### src/logic/dmm_config.svh
// dmm front end constants

`ifndef DMM_CONFIG_SVH
`define DMM_CONFIG_SVH

// system clock, all timing below counts these cycles
`define DMM_CLK_FREQ          20000000

// precharge pause after reset, 500 us
`define DMM_PRECHARGE_DEFAULT (`DMM_CLK_FREQ / 2000)

// integration window in clocks
// count is 16 bits so keep this at or below 65535, and above zero
// short window for simulation
`define DMM_INTEG_CLKS        64

// sample queue entries, power of two so the pointers wrap by themselves
`define DMM_QUEUE_DEPTH       8

`endif

### src/logic/dmm_pkg.sv
// dmm front end types

package dmm_pkg;

  //////////////////////////////////////////////////////////////////////
  // sample record
  //////////////////////////////////////////////////////////////////////

  // one conversion result as it sits in the queue
  // packed seq high, count low, the same layout as the data register
  typedef struct packed {
    // conversion sequence number, wraps at 255
    logic [7:0]  seq;
    // comparator-high cycles in the integration window
    logic [15:0] count;
  } sample_t;

  //////////////////////////////////////////////////////////////////////
  // sequencer phases
  //////////////////////////////////////////////////////////////////////

  // idle until run, then precharge pause, start pulse, wait for adc
  typedef enum logic [2:0] {
    ph_idle,
    ph_precharge_load,
    ph_precharge_wait,
    ph_start,
    ph_await
  } seq_phase_t;

endpackage

### src/logic/modulation_no_az.sv
// precharge and conversion sequencer

`timescale 1ns/1ps

module modulation_no_az
(
  input  logic        clk,
  input  logic        reset,
  input  logic        run,
  input  logic [23:0] precharge_clks,
  input  logic        adc_measure_ready,
  output logic        adc_measure_start,
  output logic        led0,
  output logic        precharge_active
);

  import dmm_pkg::*;

  // current phase of the loop
  seq_phase_t  phase;

  // precharge timer, wider than the register for timing slack
  logic [31:0] count_down;

  //////////////////////////////////////////////////////////////////////
  // phase decode
  //////////////////////////////////////////////////////////////////////

  // input is protected for the whole wait phase
  assign precharge_active  = (phase == ph_precharge_wait);

  // start phase is one cycle long, so this is the start pulse
  assign adc_measure_start = (phase == ph_start);

  //////////////////////////////////////////////////////////////////////
  // sequencer
  //////////////////////////////////////////////////////////////////////

  always_ff @(posedge clk or posedge reset)
  begin
    if (reset)
    begin
      phase      <= ph_idle;
      count_down <= '0;
      led0       <= 1'b0;
    end
    else
    begin
      case (phase)

        // parked until the host sets run
        ph_idle:
        begin
          if (run)
            phase <= ph_precharge_load;
        end

        // arm the pause timer from the host register
        ph_precharge_load:
        begin
          count_down <= {8'b0, precharge_clks};
          phase      <= ph_precharge_wait;
        end

        // stay here precharge_clks cycles
        // a zero length still spends one cycle here
        ph_precharge_wait:
        begin
          count_down <= count_down - 32'd1;
          if (count_down <= 32'd1)
            phase <= ph_start;
        end

        // one cycle, kicks the conversion
        ph_start:
        begin
          // blink on every conversion
          led0  <= ~led0;
          phase <= ph_await;
        end

        // no new start until the adc reports back
        ph_await:
        begin
          if (adc_measure_ready)
          begin
            // loop again only while run is still set
            if (run)
              phase <= ph_precharge_load;
            else
              phase <= ph_idle;
          end
        end

        default:
          phase <= ph_idle;

      endcase
    end
  end

endmodule

### src/logic/adc_conversion.sv
// charge balance conversion stage

`timescale 1ns/1ps

`include "dmm_config.svh"

module adc_conversion
(
  input  logic             clk,
  input  logic             reset,
  input  logic             start,
  input  logic             comp,
  output logic             ready,
  output logic             busy,
  output dmm_pkg::sample_t sample
);

  // integration window length
  localparam int unsigned integ_clks = `DMM_INTEG_CLKS;

  // cycles left in the window
  logic [15:0] remaining;
  // comparator ones so far
  logic [15:0] acc;
  // number given to the next result
  logic [7:0]  seq;
  // last sampling edge of the window
  logic        last_edge;

  assign last_edge = busy && (remaining == 16'd1);

  //////////////////////////////////////////////////////////////////////
  // window control
  //////////////////////////////////////////////////////////////////////

  always_ff @(posedge clk or posedge reset)
  begin
    if (reset)
    begin
      busy      <= 1'b0;
      ready     <= 1'b0;
      remaining <= '0;
      seq       <= '0;
    end
    else
    begin
      // ready is a single cycle pulse
      ready <= 1'b0;
      if (busy)
      begin
        remaining <= remaining - 16'd1;
        if (last_edge)
        begin
          busy  <= 1'b0;
          ready <= 1'b1;
          seq   <= seq + 8'd1;
        end
      end
      // a start during a conversion is ignored
      else if (start)
      begin
        busy      <= 1'b1;
        remaining <= 16'(integ_clks);
      end
    end
  end

  //////////////////////////////////////////////////////////////////////
  // accumulator and result
  //////////////////////////////////////////////////////////////////////

  always_ff @(posedge clk)
  begin
    // comp is sampled on every edge while busy
    if (start && !busy)
      acc <= '0;
    else if (busy)
      acc <= acc + {15'b0, comp};

    // result holds until the next window closes
    if (last_edge)
    begin
      sample.count <= acc + {15'b0, comp};
      sample.seq   <= seq;
    end
  end

endmodule

### src/logic/sample_queue.sv
// sample record FIFO

`timescale 1ns/1ps

`include "dmm_config.svh"

module sample_queue
(
  input  logic             clk,
  input  logic             reset,
  input  logic             push,
  input  dmm_pkg::sample_t din,
  input  logic             pop,
  input  logic             clear_overflow,
  output dmm_pkg::sample_t dout,
  output logic [3:0]       level,
  output logic             overflow
);

  import dmm_pkg::*;

  localparam int depth = `DMM_QUEUE_DEPTH;
  localparam int ptr_w = $clog2(depth);

  // record storage
  sample_t          mem [depth];
  logic [ptr_w-1:0] rd_ptr;
  logic [ptr_w-1:0] wr_ptr;
  logic             full;
  logic             empty;
  logic             do_push;
  logic             do_pop;

  assign full    = (level == 4'(depth));
  assign empty   = (level == 4'd0);
  // pipeline never stalls so a push into a full queue is lost
  assign do_push = push && !full;
  assign do_pop  = pop && !empty;

  // head is always visible
  assign dout = mem[rd_ptr];

  always_ff @(posedge clk)
  begin
    if (do_push)
      mem[wr_ptr] <= din;
  end

  always_ff @(posedge clk or posedge reset)
  begin
    if (reset)
    begin
      rd_ptr   <= '0;
      wr_ptr   <= '0;
      level    <= '0;
      overflow <= 1'b0;
    end
    else
    begin
      if (do_push)
        wr_ptr <= wr_ptr + ptr_w'(1);
      if (do_pop)
        rd_ptr <= rd_ptr + ptr_w'(1);

      if (do_push && !do_pop)
        level <= level + 4'd1;
      else if (do_pop && !do_push)
        level <= level - 4'd1;

      // sticky until the host clears it and a new drop wins
      if (push && full)
        overflow <= 1'b1;
      else if (clear_overflow)
        overflow <= 1'b0;
    end
  end

endmodule

### src/logic/wb_readout.sv
// wishbone register block

`timescale 1ns/1ps

`include "dmm_config.svh"

module wb_readout
(
  input  logic             clk,
  input  logic             reset,

  // wishbone classic slave
  input  logic             cyc,
  input  logic             stb,
  input  logic             we,
  input  logic [1:0]       adr,
  input  logic [31:0]      dat_w,
  output logic [31:0]      dat_r,
  output logic             ack,

  // sequencer control
  output logic             run,
  output logic [23:0]      precharge_clks,

  // queue side
  input  logic [3:0]       level,
  input  logic             overflow,
  input  dmm_pkg::sample_t head,
  output logic             pop,
  output logic             clear_overflow
);

  // transfer being acked at the next edge
  logic        access;
  // read data before the output register
  logic [31:0] rd_mux;

  // ack low in the access cycle keeps each ack to one cycle
  assign access = cyc && stb && !ack;

  //////////////////////////////////////////////////////////////////////
  // side effects
  //////////////////////////////////////////////////////////////////////

  // data read pops the head, nothing to pop when empty
  assign pop            = access && !we && (adr == 2'd3) && (level != 4'd0);
  // any write to status clears the drop flag
  assign clear_overflow = access && we && (adr == 2'd2);

  //////////////////////////////////////////////////////////////////////
  // control registers and ack
  //////////////////////////////////////////////////////////////////////

  always_ff @(posedge clk or posedge reset)
  begin
    if (reset)
    begin
      ack            <= 1'b0;
      run            <= 1'b0;
      precharge_clks <= 24'(`DMM_PRECHARGE_DEFAULT);
    end
    else
    begin
      ack <= access;
      if (access && we)
      begin
        if (adr == 2'd0)
          run <= dat_w[0];
        else if (adr == 2'd1)
          precharge_clks <= dat_w[23:0];
      end
    end
  end

  //////////////////////////////////////////////////////////////////////
  // read path
  //////////////////////////////////////////////////////////////////////

  always_comb
  begin
    case (adr)
      2'd0:    rd_mux = {31'b0, run};
      2'd1:    rd_mux = {8'b0, precharge_clks};
      // level in 3:0, overflow in 8
      2'd2:    rd_mux = {23'b0, overflow, 4'b0, level};
      // empty queue reads as zero
      default: rd_mux = (level != 4'd0) ? {8'b0, head.seq, head.count} : 32'b0;
    endcase
  end

  // valid while ack is high
  always_ff @(posedge clk)
  begin
    if (access && !we)
      dat_r <= rd_mux;
  end

endmodule

### src/logic/dmm_frontend_top.sv
// dmm measurement front end

`timescale 1ns/1ps

module dmm_frontend_top
(
  input  logic        clk,
  input  logic        reset,
  input  logic        comp,
  input  logic        cyc,
  input  logic        stb,
  input  logic        we,
  input  logic [1:0]  adr,
  input  logic [31:0] dat_w,
  output logic [31:0] dat_r,
  output logic        ack,
  output logic        led0,
  output logic [1:0]  monitor
);

  import dmm_pkg::*;

  // sequencer to conversion
  logic        adc_measure_start;
  logic        adc_measure_ready;
  sample_t     sample;

  // queue to bus block
  sample_t     queue_head;
  logic [3:0]  queue_level;
  logic        queue_overflow;
  logic        queue_pop;
  logic        clear_overflow;

  // bus block to sequencer
  logic        run;
  logic [23:0] precharge_clks;

  //////////////////////////////////////////////////////////////////////
  // pipeline
  //////////////////////////////////////////////////////////////////////

  // monitor 0 shows the precharge pause
  modulation_no_az i_modulation_no_az (
    .clk               (clk),
    .reset             (reset),
    .run               (run),
    .precharge_clks    (precharge_clks),
    .adc_measure_ready (adc_measure_ready),
    .adc_measure_start (adc_measure_start),
    .led0              (led0),
    .precharge_active  (monitor[0])
  );

  // monitor 1 shows the integration window
  adc_conversion i_adc_conversion (
    .clk    (clk),
    .reset  (reset),
    .start  (adc_measure_start),
    .comp   (comp),
    .ready  (adc_measure_ready),
    .busy   (monitor[1]),
    .sample (sample)
  );

  // ready doubles as the push strobe
  sample_queue i_sample_queue (
    .clk            (clk),
    .reset          (reset),
    .push           (adc_measure_ready),
    .din            (sample),
    .pop            (queue_pop),
    .clear_overflow (clear_overflow),
    .dout           (queue_head),
    .level          (queue_level),
    .overflow       (queue_overflow)
  );

  //////////////////////////////////////////////////////////////////////
  // host access
  //////////////////////////////////////////////////////////////////////

  wb_readout i_wb_readout (
    .clk            (clk),
    .reset          (reset),
    .cyc            (cyc),
    .stb            (stb),
    .we             (we),
    .adr            (adr),
    .dat_w          (dat_w),
    .dat_r          (dat_r),
    .ack            (ack),
    .run            (run),
    .precharge_clks (precharge_clks),
    .level          (queue_level),
    .overflow       (queue_overflow),
    .head           (queue_head),
    .pop            (queue_pop),
    .clear_overflow (clear_overflow)
  );

endmodule

### config.mk
export PLATFORM = sky130hd
export DESIGN_NAME = dmm_frontend_top
export DESIGN_NICKNAME = d
export VERILOG_FILES = /design/src/logic/dmm_pkg.sv /design/src/logic/modulation_no_az.sv /design/src/logic/adc_conversion.sv /design/src/logic/sample_queue.sv /design/src/logic/wb_readout.sv /design/src/logic/dmm_frontend_top.sv
export VERILOG_INCLUDE_DIRS = /design/src /design/src/logic
export SDC_FILE = /design/constraint.sdc
export NUM_CORES = 1
export LEC_CHECK = 0
export ABC_CLOCK_PERIOD_IN_PS = 6630
export BUFFER_PORTS_ARGS = -buffer_cell sky130_fd_sc_hd__buf_2
export CORE_MARGIN = 8
export CORE_UTILIZATION = 50
export CTS_BUF_LIST = sky130_fd_sc_hd__clkbuf_2
export DETAILED_ROUTE_END_ITERATION = 6
export GPL_ROUTABILITY_DRIVEN = 0
export GPL_TIMING_DRIVEN = 0
export HOLD_SLACK_MARGIN = 0.1
export PLACE_DENSITY = 0.64
export SKIP_CTS_REPAIR_TIMING = 1
export SLEW_MARGIN = 20
export SYNTH_ARGS = -nofsm -noshare
export SYNTH_HDL_FRONTEND = slang
export SYNTH_SLANG_ARGS = --single-unit
### constraint.sdc
create_clock -name clk -period 6.63 [get_ports clk]
set_input_delay 1.326 -clock clk [delete_from_list [all_inputs] [get_ports clk]]
set_output_delay 1.326 -clock clk [all_outputs]
set_load 0.02 [all_outputs]
### Word level (Yosys, flattened, before mapping)

Memories as Yosys holds them, arrays and structs flattened.
Index checks and enable logic that the tools add are counted.
W data, S select, Z words.

* register bits after elaboration: 171
* memory bits (writable): 192
* bits of input ports: 40
* output and inout port bits: 36
* logic and storage cells: 96
* memories kept: 1

Memories
* i_sample_queue.mem: depth 8, bits a word 24, rd ports 1, clocked after Yosys merged registers in 0, write ports 1, line sample_queue.sv:26 `sample_t mem [depth];`

* $add $sub $neg: 8
* order comparisons: 1
* equal/unequal tests: 12
* muxes and demuxes: 21
* bitwise logic cells: 2
* reductions and logical operators: 33

Operators by type and width (count)
* $pmux W32 S3: 1
* $pmux W32 S2: 1
* $le A32 B1 Y1 const B: 1
* $mux W16: 2
* $sub A32 B1 Y32 const B: 1
* $mux W24: 1
* $add A16 B1 Y16: 1
* $eq A16 B1 Y1 const B: 1
* $sub A16 B1 Y16 const B: 1
* $pmux W3 S5: 1
* $logic_and A1 B1 Y1: 14
* $mux W1: 10
* $mux W3: 3
* $add A8 B1 Y8 const B: 1
* $mux W4: 2
* $reduce_bool A2 Y1: 4
* $logic_not A1 Y1: 7
* $add A3 B1 Y3 const B: 2
* $eq A3 B2 Y1 const B: 2
* $reduce_and A3 Y1: 2
* $add A4 B1 Y4 const B: 1
* $eq A2 B2 Y1 const B: 2
* $eq A4 B4 Y1 const B: 1
* $logic_not A4 Y1: 1
* 11 further kinds: 14

### Depth between registers and ports, before layout

* depth after elaboration: 9
* mapped depth: 12
* depth with buffers taken out: 12

### Modules after synthesis

A second synthesis with hierarchy kept.

* cells, all modules: 967
* area total of the unflattened synthesis: 15068.2 um2

By module, submodules not included
* sample_queue: instances 1, cells each 345, area each 7927.6 um2, seq. area each 6040.8 um2
* adc_conversion: instances 1, cells each 237, area each 2847.7 um2, seq. area each 1691.6 um2
* modulation_no_az: instances 1, cells each 250, area each 2164.6 um2, seq. area each 900.9 um2
* wb_readout: instances 1, cells each 135, area each 2128.3 um2, seq. area each 1377.6 um2

### Least setup slack after synthesis

Ideal clock, no wire load.

* path type: input port to flip-flop
* start point: input cyc
* end point: register i_sample_queue.level[3]
* library setup time: 125 ps
* arrival: 3273 ps
* required time: 6505 ps
* setup slack: 3232 ps
* stages: 12
* path buffers: 0
* path through: nand2_1 -> or2_2 -> nor3_1 -> inv_1 -> ha_1 -> inv_1 -> ha_1 -> a21o_1 -> a21oi_1 -> xnor2_1 -> nor2_1 -> xor2_1

* word-level cells in the longest chain between the ends: 9
* elaborated cells on any way between the ends: 11
* classes of those cells: 1 x mux; 10 x reduce/logical

Ends and longest elaborated chain
* start, declared: line dmm_frontend_top.sv:10 `input logic cyc,`
* $logic_and A1 B1 Y1 (*) (2 in a row): line wb_readout.sv:39 `assign access = cyc && stb && !ack;`
* $logic_and A1 B1 Y1 (*) (3 in a row): line wb_readout.sv:46 `assign pop = access && !we && (adr == 2'd3) && (level != 4'd0);`
* $logic_and A1 B1 Y1 (*): line sample_queue.sv:38 `assign do_pop = pop && !empty;`
* $logic_not A1 Y1: line sample_queue.sv:65 `if (do_push && !do_pop)`
* $logic_and A1 B1 Y1: line sample_queue.sv:65
* $mux W4 / $reduce_bool A2 Y1 (equally long branches)
* end signal, assigned: line sample_queue.sv:66 `level <= level + 4'd1;`
* end signal, assigned: line sample_queue.sv:68 `level <= level - 4'd1;`
* end, declared: line sample_queue.sv:16 `output logic [3:0] level,`

Every way passes the cells marked *; elsewhere a longest branch is shown, timed or not.
A chain may end at the register's enable or synchronous reset.

### Worst setup path in the final report

* start point: register i_modulation_no_az.phase[1]
* end point: output monitor[0]

* word-level cells in the longest chain between the ends: 1

Ends and longest elaborated chain
* start, declared: line modulation_no_az.sv:20 `seq_phase_t phase;`
* start signal, assigned: line modulation_no_az.sv:43 `phase <= ph_idle;`
* start signal, assigned: line modulation_no_az.sv:55 `phase <= ph_precharge_load;`
* start signal, assigned: line modulation_no_az.sv:62 `phase <= ph_precharge_wait;`
* $eq A3 B2 Y1: line modulation_no_az.sv:30 `assign precharge_active = (phase == ph_precharge_wait);`
* end, declared: line dmm_frontend_top.sv:18 `output logic [1:0] monitor`

Every way passes these cells.

==> impl_results.md <==
- Drt pass-1 iters: 5
- CP Max Fanout: 10
- Post-synth ARST share: between 20% and 30%
- DRT iter0 DRCs: between 600 and 700
- Worst Hold Class: reg -> reg
- Post-Synthesis Cells: roughly 940
- HPWL after detailed placement: between 20000 and 25000 um
- Worst-margin pin slew: roughly 1000 ps
- Share of layout cells above drive strength 1: between 20% and 30%
- I/O Buffers: slightly below 60
- Clk_skew: 103 ps
- Psw: about 1.8 mW
- Clk network pwr share: about a quarter
- Pins Over Slew Limit: 0
- Clock Sinks: roughly 360
- FF+latch count, synth: roughly 360
- Clk Latency, worst-skew pair: between 800 and 900 ps
- Placement Setup Slack: 2570 ps
- Top cell type's share of synthesized area: between 40% and 50%
- Starting Density: 50.7%
- Yosys warns: 0
- TritonCTS buffer count: slightly below 90
- Gr usage total: between 15 and 20%
- FF-to-FF setup slack: 3400 ps
- Cell area after layout: about 17000 sq um
- Antenna Nets Post-Route: 0
- Final WS setup: 2210 ps
- Post-synth EDFFs: 240
- CTS clock-pin slew for the worst setup and hold paths: roughly 110 ps
- Final setup TNS: 0 ps
- Synth cell types: 63
- Synth cell count leaders: edfxtp_1 (240), dfrtp_1 (94), nand2_1 (63)
- Area growth syn-to-layout: 13.6%
- Kind of critical path: reg -> out
- Routed WL: 32200 um
- Synth Cell Area: 14600 sq um
- Grt ovf: 0
- Post-DR wirelength/cell: approximately 20 um
- I/O pin count: 76
- Crit path time final: 4420 ps
- Fill count: 2372
- CP most frequent cell: clkbuf_1
- Final std cells w/o fill: around 1600
- Post-synthesis sequential area ratio: between 60 and 70%
- Final Hold Viols: 0
- Die Ht: around 190 um
- Clock root buffer master: clkbuf_2
- Rel. slew slack: ~33%
- Largest net degree at the start of global routing: 61
- Post-route DRC: 0
- Final period util: 66.7%
- CP Capture Type: output pin
- Status: finished clean
- Footprint of the multi-input gates: ~4300 sq um
- Worst Path Required: between 5000 and 6000 ps
- Final nets: between 1000 and 1500
- FP Rows: between 60 and 70
- Power Internal: around 3.8 mW
- Die Area: about 35000 sq um
- Final Setup Violations: 0
- Vias in the first global route: 9052
- H-tree depth: 3
- Crit start category: flop
- Vias per std cell: 5.55
- Leakage: 6.05 nW
- Max stage delay on crit path: 440 ps
- Die Span X: about 190 um
- Switching share of power: approximately a third
- Most common cell in the synthesized netlist: edfxtp_1
- Max Fclk: ~230 MHz
- Reg power frac: approximately half
- RSZ-0062 raised after global routing: false
- FF+latch area: 10000 sq um
- CTS tree: yes
- Clk buf depth: 3
- Synth area leader: edfxtp_1
- PwrDens: 338 nW/um^2
- Max-Cap Viols: 0
- Avg Cell Area, Syn: 15.5 sq um
- Antenna violations before repair: 1
- Crit-path slowest cell: clkbuf_1
- Vias: between 8000 and 9000
- Critical Path AT: slightly above 3000 ps
- Logic pwr share: 22.9%
- Max VDD drop: 0.196 mV
- Placed inst area: between 15000 and 20000 sq um
- Largest cells by area after synthesis: edfxtp_1 (50%), dfrtp_1 (16%), mux4_2 (7.4%)
- First-pass GRT wire length: just over 50000 um
- Main flop type after synthesis: edfxtp_1
- Cells after DPL: between 1000 and 1500
- Fin util: 57.6%
- CP cell instances: clkbuf_1 > nor2b_1 > nand2b_1 > inv_1 > clkbuf_1 > buf_4 > buf_2
- Core Region: ~29000 sq um
metrics by stage:
step | hold WS (ps) | power, mW
2_1_floorplan | 437 | 3.77
3_3_place_gp | 451 | 4.13
3_5_place_dp | 457 | 4.16
4_1_cts | 447 | 5.64
5_1_grt | 484 | 5.91
6_report | 463 | 5.59
final cells by class:
type / count / area share, %
diodes: 1 / 0.0151
plain buffers: 49 / 1.37
clock buffers: 145 / 4.39
clock inverters: 22 / 0.696
inverters: 18 / 0.439
multi-input cells: 527 / 26.2
flip-flops and latches: 355 / 60.5
well taps: 384 / 2.91
repair buffers: 73 / 3.41
cells in the final DEF, fill, tap and decap left out, types with 5 or more instances in the layout:
cell	instances
nor3_1	28
o21ai_0	39
nor2_1	46
clkbuf_2	146
mux2i_1	33
nor4_1	16
nor2_4	7
buf_16	8
dfrtp_1	94
a21oi_1	12
inv_1	16
conb_1	8
xor2_1	12
nand2_1	63
dfstp_2	5
nand2b_1	7
buf_1	6
or4_1	6
nor2b_1	5
a211oi_1	12
a22o_1	15
edfxtp_1	240
clkinv_1	15
nand4_1	11
ha_1	12
clkbuf_1	29
a22oi_1	9
mux2_2	29
nand3_1	19
a311oi_1	10
buf_4	15
or2_2	5
dfxtp_1	16
buf_2	62
mux4_2	48
xnor2_1	27
worst max-delay path: cells and delay by family, from the launching register on:
family                 cells  cell delay [ps]
buffers and inverters      5             1280
and+or+nand+nor            2              580
DFF                        1              350
cells by family (layout without fill, tap and decap cells):
logic type / count (synthesis) / after routing / share of synthesized area [%]
XOR/XNOR: 39 / 39 / 2.35
AND/OR/NAND/NOR: 236 / 236 / 8.09
multiplexers: 110 / 110 / 11.9
other: 1 / 9 / 0.0258
buffers and inverters: 67 / 307 / 2.01
AO/OA/AOI/OAI: 121 / 121 / 5.63
flip-flops: 355 / 355 / 68.8
adder cells (fa/ha/maj): 13 / 13 / 1.17
per-layer routing:
| metal | wire (um) | vias to the layer above | GRT usage, % | part of all wire, % |
|---|---|---|---|---|
| met5 | 0 | - | 0 | 0 |
| met4 | 1180 | 0 | 9.38 | 3.7 |
| met3 | 1910 | 73 | 3.84 | 5.9 |
| met2 | 15200 | 275 | 29.3 | 47 |
| met1 | 13900 | 4349 | 24.0 | 43 |
| li1 | - | 4031 | - | - |
state kept, by name (all words and copies together) (netlist names), 4 cells and up:
signal,cells
i_adc_conversion.acc,16
i_adc_conversion.remaining,16
i_wb_readout.dat_r,24
i_wb_readout.precharge_clks,24
i_adc_conversion.seq,8
i_adc_conversion.sample,24
i_modulation_no_az.count_down,32
i_sample_queue.level,4
i_sample_queue.mem,192
power groups by stage:
stage	Combinational (mW)	Clock (mW)	Sequential [mW]
detailed placement	1.29	0	2.88
finish	1.28	1.47	2.83
CTS	1.29	1.52	2.83
global placement	1.25	0	2.87
global route	1.42	1.63	2.87
floorplan	0.958	0	2.81
path summary, 6_finish.rpt:
check / start / endpoint / cells past startpoint
worst max register to register: i_sample_queue.level[1] / i_sample_queue.level[3] / 12
max in group asynchronous: reset / i_wb_readout.precharge_clks[10] / 3
worst max-delay path: i_modulation_no_az.phase[1] / monitor[0] / 7
worst min register to register: i_modulation_no_az.led0 / i_modulation_no_az.led0 / 1
min in group asynchronous: reset / i_modulation_no_az.count_down[19] / 2
worst min-delay path: i_modulation_no_az.led0 / i_modulation_no_az.led0 / 1
(Power assumes the default switching activity.)
